[src/hw/fetch_pkg.sv]
package fetch_pkg;

    // Byte address of an instruction, low two bits always zero
    typedef logic [31:0] pc_t;

    // Two-bit branch history counter, lower values lean toward taken
    typedef logic [1:0] hist_t;

    localparam hist_t HIST_STRONG_TAKEN = 2'd0;
    localparam hist_t HIST_TAKEN = 2'd1;
    localparam hist_t HIST_NOT_TAKEN = 2'd2;
    localparam hist_t HIST_STRONG_NOT_TAKEN = 2'd3;

    // Width of the redirect epoch count carried as jump_flag
    localparam int EPOCH_WIDTH = 2;

    typedef logic [EPOCH_WIDTH-1:0] epoch_t;

    typedef struct packed {
        logic miss;
        hist_t history;
    } prediction_t;

    // Resolved control transfer reported back by execute
    typedef struct packed {
        pc_t current_pc;
        pc_t actual_next_pc;
        logic update_pc;
        logic branched;
        logic jumped;
        prediction_t prediction;
    } jump_op_t;

    // Command sent to decode for each fetched instruction
    typedef struct packed {
        pc_t pc;
        pc_t next_pc;
        epoch_t jump_flag;
        prediction_t prediction;
    } inst_op_t;

    // Counter values 0 and 1 predict taken
    function automatic logic hist_predicts_taken(input hist_t history);
        return history < HIST_NOT_TAKEN;
    endfunction

endpackage

[src/hw/fetch_sequencer.sv]
`timescale 1ns/1ps

module fetch_sequencer
    import fetch_pkg::*;
#(
    parameter pc_t START_ADDR = 32'h0
)(
    input logic clk,
    input logic rst,

    output pc_t lookup_pc,

    input logic hit,
    input logic is_jump,
    input pc_t target,
    input hist_t counter,

    input logic jump_valid,
    input jump_op_t jump_op,

    output logic cmd_valid,
    input logic cmd_ready,
    output inst_op_t cmd,

    output logic mem_valid,
    input logic mem_ready,
    output pc_t mem_addr
);

    pc_t pc;
    epoch_t epoch;
    logic out_valid;

    logic advance;
    logic redirect;
    logic predict_taken;
    pc_t next_pc;

    // Both streams carry the same pc so they move together
    assign advance = out_valid && cmd_ready && mem_ready;
    assign redirect = jump_valid && jump_op.update_pc;

    assign lookup_pc = pc;

    // Jumps always follow the table, branches only when the counter leans taken
    assign predict_taken = hit && (is_jump || hist_predicts_taken(counter));
    assign next_pc = predict_taken ? target : pc + 32'd4;

    always_ff @(posedge clk) begin
        if (rst) begin
            pc <= START_ADDR;
            epoch <= '0;
            out_valid <= 1'b0;
        end else begin
            out_valid <= 1'b1;
            if (redirect) begin
                // Redirect wins over back-pressure
                pc <= jump_op.actual_next_pc;
                epoch <= epoch + 1'b1;
            end else if (advance) begin
                pc <= next_pc;
            end
        end
    end

    assign cmd_valid = out_valid;
    assign mem_valid = out_valid;

    assign cmd.pc = pc;
    assign cmd.next_pc = next_pc;
    assign cmd.jump_flag = epoch;
    assign cmd.prediction.miss = !hit;
    assign cmd.prediction.history = counter;

    assign mem_addr = pc;

    pc_word_aligned: assert property (
        @(posedge clk) disable iff (rst)
        pc[1:0] == 2'b00
    ) else $error("fetch_sequencer: pc %h is not word aligned", pc);

    // A jump report may retrain or redirect, so only quiet stalls are checked
    cmd_stable_on_stall: assert property (
        @(posedge clk) disable iff (rst)
        cmd_valid && !cmd_ready && !jump_valid |=> $stable(cmd)
    ) else $error("fetch_sequencer: cmd changed while stalled");

endmodule

[src/hw/fetch_unit.sv]
`timescale 1ns/1ps

module fetch_unit
    import fetch_pkg::*;
#(
    parameter pc_t START_ADDR = 32'h0,
    parameter int TABLE_ADDR_WIDTH = 4
)(
    input logic clk,
    input logic rst,

    input logic jump_valid,
    input jump_op_t jump_op,

    output logic cmd_valid,
    input logic cmd_ready,
    output inst_op_t cmd,

    output logic mem_valid,
    input logic mem_ready,
    output pc_t mem_addr
);

    pc_t lookup_pc;
    logic hit;
    logic is_jump;
    pc_t target;
    hist_t counter;

    // Both tables train on every jump report from execute
    target_table #(
        .TABLE_ADDR_WIDTH(TABLE_ADDR_WIDTH)
    ) target_table0 (
        .clk(clk),
        .rst(rst),
        .lookup_pc(lookup_pc),
        .hit(hit),
        .target(target),
        .is_jump(is_jump),
        .train_valid(jump_valid),
        .train(jump_op)
    );

    history_table #(
        .TABLE_ADDR_WIDTH(TABLE_ADDR_WIDTH)
    ) history_table0 (
        .clk(clk),
        .rst(rst),
        .lookup_pc(lookup_pc),
        .counter(counter),
        .train_valid(jump_valid),
        .train(jump_op)
    );

    fetch_sequencer #(
        .START_ADDR(START_ADDR)
    ) sequencer0 (
        .clk(clk),
        .rst(rst),
        .lookup_pc(lookup_pc),
        .hit(hit),
        .is_jump(is_jump),
        .target(target),
        .counter(counter),
        .jump_valid(jump_valid),
        .jump_op(jump_op),
        .cmd_valid(cmd_valid),
        .cmd_ready(cmd_ready),
        .cmd(cmd),
        .mem_valid(mem_valid),
        .mem_ready(mem_ready),
        .mem_addr(mem_addr)
    );

endmodule

[src/hw/history_table.sv]
`timescale 1ns/1ps

module history_table
    import fetch_pkg::*;
#(
    parameter int TABLE_ADDR_WIDTH = 4
)(
    input logic clk,
    input logic rst,

    input pc_t lookup_pc,
    output hist_t counter,

    input logic train_valid,
    input jump_op_t train
);

    typedef logic [TABLE_ADDR_WIDTH-1:0] index_t;

    index_t read_index;
    index_t write_index;
    hist_t write_counter;

    // Step one place per outcome, saturating at both ends
    function automatic hist_t step_history(input hist_t history, input logic branched);
        hist_t result;
        result = history;
        if (branched) begin
            if (history != HIST_STRONG_TAKEN) begin
                result = history - 2'd1;
            end
        end else begin
            if (history != HIST_STRONG_NOT_TAKEN) begin
                result = history + 2'd1;
            end
        end
        return result;
    endfunction

    assign read_index = lookup_pc[TABLE_ADDR_WIDTH+1:2];
    assign write_index = train.current_pc[TABLE_ADDR_WIDTH+1:2];

    always_comb begin
        if (train.prediction.miss) begin
            // First sighting starts one step off the strong end
            write_counter = train.branched ? HIST_TAKEN : HIST_NOT_TAKEN;
        end else begin
            write_counter = step_history(train.prediction.history, train.branched);
        end
    end

    pred_ram #(
        .entry_t(hist_t),
        .ADDR_WIDTH(TABLE_ADDR_WIDTH)
    ) ram0 (
        .clk(clk),
        .rst(rst),
        .we(train_valid),
        .waddr(write_index),
        .wdata(write_counter),
        .raddr(read_index),
        .rdata(counter)
    );

endmodule

[src/hw/pred_ram.sv]
`timescale 1ns/1ps

module pred_ram #(
    parameter type entry_t = logic [7:0],
    parameter int ADDR_WIDTH = 4
)(
    input logic clk,
    input logic rst,

    input logic we,
    input logic [ADDR_WIDTH-1:0] waddr,
    input entry_t wdata,

    input logic [ADDR_WIDTH-1:0] raddr,
    output entry_t rdata
);

    localparam int DEPTH = 2**ADDR_WIDTH;

    entry_t mem [DEPTH];

    // Contents are left as they are through reset
    // but no new write lands while reset is held
    always_ff @(posedge clk) begin
        if (we && !rst) begin
            mem[waddr] <= wdata;
        end
    end

    // Combinational read port
    assign rdata = mem[raddr];

endmodule

[src/hw/target_table.sv]
`timescale 1ns/1ps

module target_table
    import fetch_pkg::*;
#(
    parameter int TABLE_ADDR_WIDTH = 4
)(
    input logic clk,
    input logic rst,

    input pc_t lookup_pc,
    output logic hit,
    output pc_t target,
    output logic is_jump,

    input logic train_valid,
    input jump_op_t train
);

    localparam int TAG_WIDTH = $bits(pc_t) - TABLE_ADDR_WIDTH - 2;
    localparam int DEPTH = 2**TABLE_ADDR_WIDTH;

    typedef logic [TABLE_ADDR_WIDTH-1:0] index_t;
    typedef logic [TAG_WIDTH-1:0] tag_t;

    typedef struct packed {
        pc_t target;
        tag_t tag;
        logic is_jump;
    } target_entry_t;

    logic [DEPTH-1:0] entry_valid;

    index_t read_index;
    index_t write_index;
    target_entry_t read_entry;
    target_entry_t write_entry;

    assign read_index = lookup_pc[TABLE_ADDR_WIDTH+1:2];
    assign write_index = train.current_pc[TABLE_ADDR_WIDTH+1:2];

    // Every resolved transfer is recorded, taken or not
    assign write_entry.target = train.actual_next_pc;
    assign write_entry.tag = train.current_pc[31:TABLE_ADDR_WIDTH+2];
    assign write_entry.is_jump = train.jumped;

    pred_ram #(
        .entry_t(target_entry_t),
        .ADDR_WIDTH(TABLE_ADDR_WIDTH)
    ) ram0 (
        .clk(clk),
        .rst(rst),
        .we(train_valid),
        .waddr(write_index),
        .wdata(write_entry),
        .raddr(read_index),
        .rdata(read_entry)
    );

    always_ff @(posedge clk) begin
        if (rst) begin
            entry_valid <= '0;
        end else if (train_valid) begin
            entry_valid[write_index] <= 1'b1;
        end
    end

    // Aliased PCs sharing an index are told apart by the tag
    assign hit = entry_valid[read_index] &&
            (read_entry.tag == lookup_pc[31:TABLE_ADDR_WIDTH+2]);
    assign target = read_entry.target;
    assign is_jump = read_entry.is_jump;

    // Execute only reports addresses that fetch produced
    train_pc_aligned: assert property (
        @(posedge clk) disable iff (rst)
        train_valid |-> (train.current_pc[1:0] == 2'b00)
    ) else $error("target_table: misaligned training pc %h", train.current_pc);

endmodule

[config.mk]
export PLATFORM = sky130hd
export DESIGN_NAME = fetch_unit
export DESIGN_NICKNAME = d
export VERILOG_FILES = /design/src/hw/fetch_pkg.sv /design/src/hw/fetch_sequencer.sv /design/src/hw/fetch_unit.sv /design/src/hw/history_table.sv /design/src/hw/pred_ram.sv /design/src/hw/target_table.sv
export SDC_FILE = /design/constraint.sdc
export NUM_CORES = 1
export LEC_CHECK = 0
export BUFFER_PORTS_ARGS = -buffer_cell sky130_fd_sc_hd__buf_2
export CAP_MARGIN = 20
export CORE_MARGIN = 4
export CORE_UTILIZATION = 60
export CTS_CLUSTER_SIZE = 25
export DETAILED_ROUTE_END_ITERATION = 6
export PLACE_DENSITY = 0.79
export SLEW_MARGIN = 25
export SYNTH_ARGS = -nofsm -noshare
export SYNTH_HDL_FRONTEND = slang
export SYNTH_SLANG_ARGS = --single-unit
[constraint.sdc]
create_clock -name clk -period 7.9 [get_ports clk]
set_clock_uncertainty 0.05 [all_clocks]
set_input_delay 0.395 -clock clk [delete_from_list [all_inputs] [get_ports clk]]
set_output_delay 0.395 -clock clk [all_outputs]
set_load 0.05 [all_outputs]
== Word-level counts from Yosys, hierarchy flattened ==
Memory sizes are Yosys's and may differ from the RTL's. A register that Yosys moved wholly into a read port is not among the register bits.
Cells that the tools add are included.
Operators by class
  add/subtract/negate cells: 4
  $lt $le $gt $ge: 4
  eq/ne operators: 2
  multiplexer cells: 19
  bitwise gates (word level): 1
  reductions and logical operators: 12
Operators by type and width (number)
  $mux W32: 3
  $add A32 B3 Y32 const B: 1
  $eq A26 B26 Y1: 1
  $mux W4: 4
  $or A16 B16 Y16: 1
  $lt A4 B5 Y1 const B: 2
  $mux W2: 5
  $logic_and A1 B1 Y1: 7
  $mux W1: 5
  $add A2 B1 Y2 const B: 2
  $bmux W1 S4: 1
  $demux W1 S4: 1
  $ge A4 B1 Y1 const B: 1
  $reduce_bool A2 Y1: 2
  $logic_not A1 Y1: 2
  $lt A2 B2 Y1 const B: 1
  $ne A2 B2 Y1 const B: 1
  $sub A2 B1 Y2 const B: 1
  $logic_or A1 B1 Y1: 1
Storage, ports and cells
  register bits after elaboration: 51
  memory bits (writable): 976
  input bits: 75
  output and inout port bits: 103
  word-level logic and storage cells: 48
  memories: 2
Memory list
  target_table0.ram0.mem: depth 16, width 59, read ports 1, clocked after Yosys merged registers in 1, wr ports 1, RTL line pred_ram.sv:20  | entry_t mem [DEPTH];
  history_table0.ram0.mem: depth 16, width 2, read ports 1, clocked after Yosys merged registers in 1, wr ports 1, RTL line pred_ram.sv:20

== Longest topological paths before layout ==
  word-level depth: 9
  depth in mapped cells: 16
  gate-level depth less buffers: 9

== Hierarchy ==
A second synthesis with hierarchy kept.
Unflattened totals
  cell total of the unflattened synthesis: 2100
  area, all modules: 40827.9 µm²
By module, submodules not included
  pred_ram at target_table0.ram0: times used 1, cells each 1464, area each 35282.6 µm², seq. area each 28347.2 µm²
  fetch_sequencer: times used 1, cells each 451, area each 3206.8 µm², seq. area each 700.7 µm²
  pred_ram at history_table0.ram0: times used 1, cells each 77, area each 1348.8 µm², seq. area each 960.9 µm²
  target_table: times used 1, cells each 101, area each 945.9 µm², seq. area each 320.3 µm²
  history_table: times used 1, cells each 7, area each 43.8 µm², seq. area each 0.0 µm²

== Least setup slack after synthesis ==
OpenSTA, ideal clock, no wires.
  kind: input port to flip-flop
  start: input rst
  end: memory history_table0.ram0.mem[0][0] in the netlist's numbering (enable)
  setup time: 0.558 ns
  arrival: 5.082 ns
  required time: 7.292 ns
  slack: 2.210 ns
  stages on the path: 4
  buffers on the path: 0
  cell sequence: inv_1 nand2_1 or3_1 nor3_1
On the way
  cells in the longest elaborated chain, start to end: 4
RTL lines
  start: declaration: RTL line fetch_unit.sv:10  | input logic rst,
  $logic_not A1 Y1: RTL line pred_ram.sv:25  | if (we && !rst) begin
  $logic_and A1 B1 Y1: RTL line pred_ram.sv:25
  $mux W1: RTL line pred_ram.sv:25
  $mux W1 (not written as such): RTL line pred_ram.sv:26  | mem[waddr] <= wdata;
  end: declaration: RTL line pred_ram.sv:20
No other way between the ends.

==> results <==
- For this configuration, the core starts out at a cell density of 0.6067.
- The HPWL reported at the end of detailed placement is around 53000 µm.
- The number of core rows is 95.
- From synthesis to final layout, the design area changed by 11.92%.
- The final-report setup violation count is 0.
- Dividing total power by cell area gives a power density of about 250 nW/µm².
- The via count of the first global-routing pass is 21480.
- edfxtp_1 is the most common cell in the netlist.
- The wire length per cell is roughly 32 µm.
- The fill cell instance count of the final layout is ~4000.
- Clock tree synthesis found a total of slightly above 1000 sinks.
- The clock tree from TritonCTS is yes.
- The height of the chip is ~270 µm.
- Static timing analysis puts the maximum clock frequency at approximately 160 MHz.
- The count of pins on the block boundary is 178.
- The global route total overflow is 0.
- Clock tree synthesis inserted a total of 98 buffers.
- The combined area of the multi-input logic cells is slightly below 10000 µm².
- The final hold slack is between 0.07 and 0.08 ns.
- The tool flagged a number of max-cap violations equal to 0.
- The share of the yosys chip area belonging to registers is 0.7437.
- The fraction of registers with async set or reset after synthesis is 0.
- The overall via count from detail_route is 21250.
- The number of library cell types mapped by synthesis is between 50 and 60.
- In the routed design, unresolved DRC markers number 0.
- The cell type with the highest aggregate area in the netlist is edfxtp_1.
- For the final routed database, the setup TNS stands at 0 ns.
- Clock-pin slew was measured on the worst setup and hold paths at approximately 0.060 ns.
- The flip-flop cell with the highest count after synthesis is edfxtp_1.
- The minimum period implied by the final worst setup slack is around 6.1 ns.
- In this run the number of H-tree levels came out at 3.
- The path category of the worst min-delay check is in2reg.
- In the final layout, the share of cells above drive strength 1 is 0.2937.
- After detailed routing, the number of vias per cell comes to around 6.8.
- A synthesized cell averages around 20 µm².
- The number of nets in the synthesized netlist is around 2100.
- The clock tree buffer depth is 3.
- The final count of pins violating max slew is 0.
- Setup repair after global routing left no endpoint under its margin.
- The number of resized instances in the post-cts repair step is 0.
- Of all nets on the critical path, the largest fanout is 61.
- The number of buffers added for setup after CTS is 0.
- In the post-synthesis netlist, the biggest area contributors are edfxtp_1 72%, mux4_2 13%, dfxtp_1 2.7%.
- The number of nets with antenna violations after detailed routing is 0.
- Yosys mapped a number of flops with a built-in enable equal to around 1000.
- The flow ran to the end, and the final reports show no timing, DRC or antenna violations.
- The share of the clock period used by the worst path after layout is 0.7749.
- At the placement stage, the worst setup path has a slack of 2.506 ns.
- The first detailed-routing pass took 7 iterations.
- The share of synthesized area in the top cell type comes to 0.7167.
- STA classifies the critical path startpoint as a flop.
- The net count of the finished layout is between 2000 and 2500.
- Along the worst hold path, the cell count comes to 1.
- The sort of element at the end of the critical path is an output pin.
- The number of buffers inserted by port buffering is roughly 180.
- Synthesis inferred 1031 register bits.
- Entering global routing, the biggest net connects about 130 pins.
- The area inside the core boundary is around 67000 µm².
- The worst reg-to-reg path cell count is 10.
- Summed over all cells, the static leakage comes to around 0.015 µW.
- At the end of routability-driven placement, the weighted congestion stood at around 0.80.
- For the worst-skew pair, the clock arrives at the later sink with an insertion delay of between 0.6 and 0.7 ns.
- Counting instances in the post-synthesis netlist gives the leading cell types as 976 x edfxtp_1, 236 x mux4_2, 100 x nand2_1.
- The transition time at the pin with the least slew margin is between 1 and 1.5 ns.
- The sequential cell area in the final layout is 30420 µm².
- The worst setup slack after layout is between 1.5 and 2 ns.
- The warning count from the yosys run is 0.
- The die outline width is around 270 µm.
- Across the VDD grid, the largest voltage drop is between 150 and 200 µV.
- The final hold violation count is 0.
- The die covers about 72000 µm².
- The global routing usage summed across all routing layers is 0.2757.
- The starting DRC count in detailed routing is between 2000 and 3000.
- The signal arrival time at the worst endpoint is about 5.7 ns.
- STA puts the critical path data required time at approximately 7.5 ns.
- The gate count of the mapped netlist is 2014.
- The master cell of the clock root buffer is clkbuf_16.
- The total wire length is a little under 100000 µm.
- The number of antenna violations at the first check in global routing was 11.
- The first global-routing pass estimated between 100000 and 150000 µm of wire.
- The startpoint-to-endpoint class of the critical path is reg2out.
- Measured against its own limit, the worst slew margin works out to 0.2633.
- The netlist area before placement is a little over 40000 µm².
==> metrics by stage <==
step	util	std cells	power, µW	cell area (µm²)
2_1_floorplan	-	2014	6742	40890
4_1_cts	0.6781	3139	11530	45700
5_1_grt	0.6790	3143	11830	45760
3_5_place_dp	0.6314	2962	6997	42560
3_3_place_gp	0.6309	2961	6968	42520
6_report	0.6791	3144	11500	45770
==> timing repair <==
item                       in CTS  in global routing
setup endpoints to repair       0                  0
hold endpoints to repair        2                  0
hold buffers                    1                  0
==> metal layers <==
metal,global-route usage,share of wire,routed length [µm]
met1,0.3816,0.37,36530
met2,0.4482,0.49,49000
met3,0.05584,0.11,10520
met4,0.09678,0.032,3150
met5,0,0.00055,55
==> power by group <==
part           total (µW)  switching, µW  internal (µW)
Clock                4610           1950           2660
Sequential           6130           78.4           6050
Combinational         759            474            286
Total               11500           2510           8990
==> cell usage in the layout, fill, tap and decap left out, drive strengths merged, types with 4 or more instances in the layout <==
cell type,Yosys,final
a21o,46,46
a21oi,26,26
a221oi,10,10
a22o,38,38
a22oi,26,26
and3,6,6
buf,105,224
bufinv,0,9
clkbuf,42,125
clkinv,1,38
clkinvlp,0,4
dfxtp,55,55
edfxtp,976,976
inv,11,12
mux2,22,22
mux2i,103,103
mux4,236,236
nand2,100,100
nand2b,7,7
nand3,26,26
nand4,11,11
nor2,35,35
nor2b,9,9
nor3,11,11
nor4,7,7
o21ai,19,19
xnor2,33,33
xor2,19,19
==> final cells by class <==
class | count | share of cell area
sequential | 1031 | 0.6648
multi-input combinational | 824 | 0.2123
clock buffer | 125 | 0.05785
timing repair buffer | 225 | 0.02942
tap | 873 | 0.02387
clock inverter | 51 | 0.01066
inverter | 12 | 0.0009842
antenna | 3 | 0.0001640
==> kinds of logic after synthesis <==
group	after synthesis	share of synthesized area
xor+xnor	52	0.01114
flops	1031	0.7437
mux	361	0.1633
fa+ha+maj	1	0.0003059
simple gates	229	0.02729
compound gates	181	0.03222
buf+inv	159	0.02209
==> flip-flops by register name, indices dropped and copies added (netlist names), named ones only <==
register                   flops
history_table0.ram0.mem       32
sequencer0.cmd_valid           1
sequencer0.epoch               2
sequencer0.lookup_pc          32
target_table0.entry_valid     16
target_table0.ram0.mem       944
==> worst max-delay path, cell delays in order (launching register included) <==
cell and delay [ns]:
dfxtp_4 0.98, buf_4 0.86, nor2b_1 0.23, a221oi_1 0.43
mux2_2 0.39, o2111ai_1 0.44, nor4_4 0.09, nand4_4 0.07
buf_4 0.64, mux2i_2 0.47, buf_2 0.34
==> worst paths after layout <==
check                                     from                       endpoint  slack [ns]
setup / recovery                          flop                        cmd[20]        1.78
hold / removal                     jump_op[68]  target_table0.ram0.mem[7][25]        0.07
setup reg to reg                          flop       sequencer0.lookup_pc[18]        2.88
hold reg to reg   target_table0.entry_valid[8]   target_table0.entry_valid[8]        0.41
(Power assumes the default switching activity.)
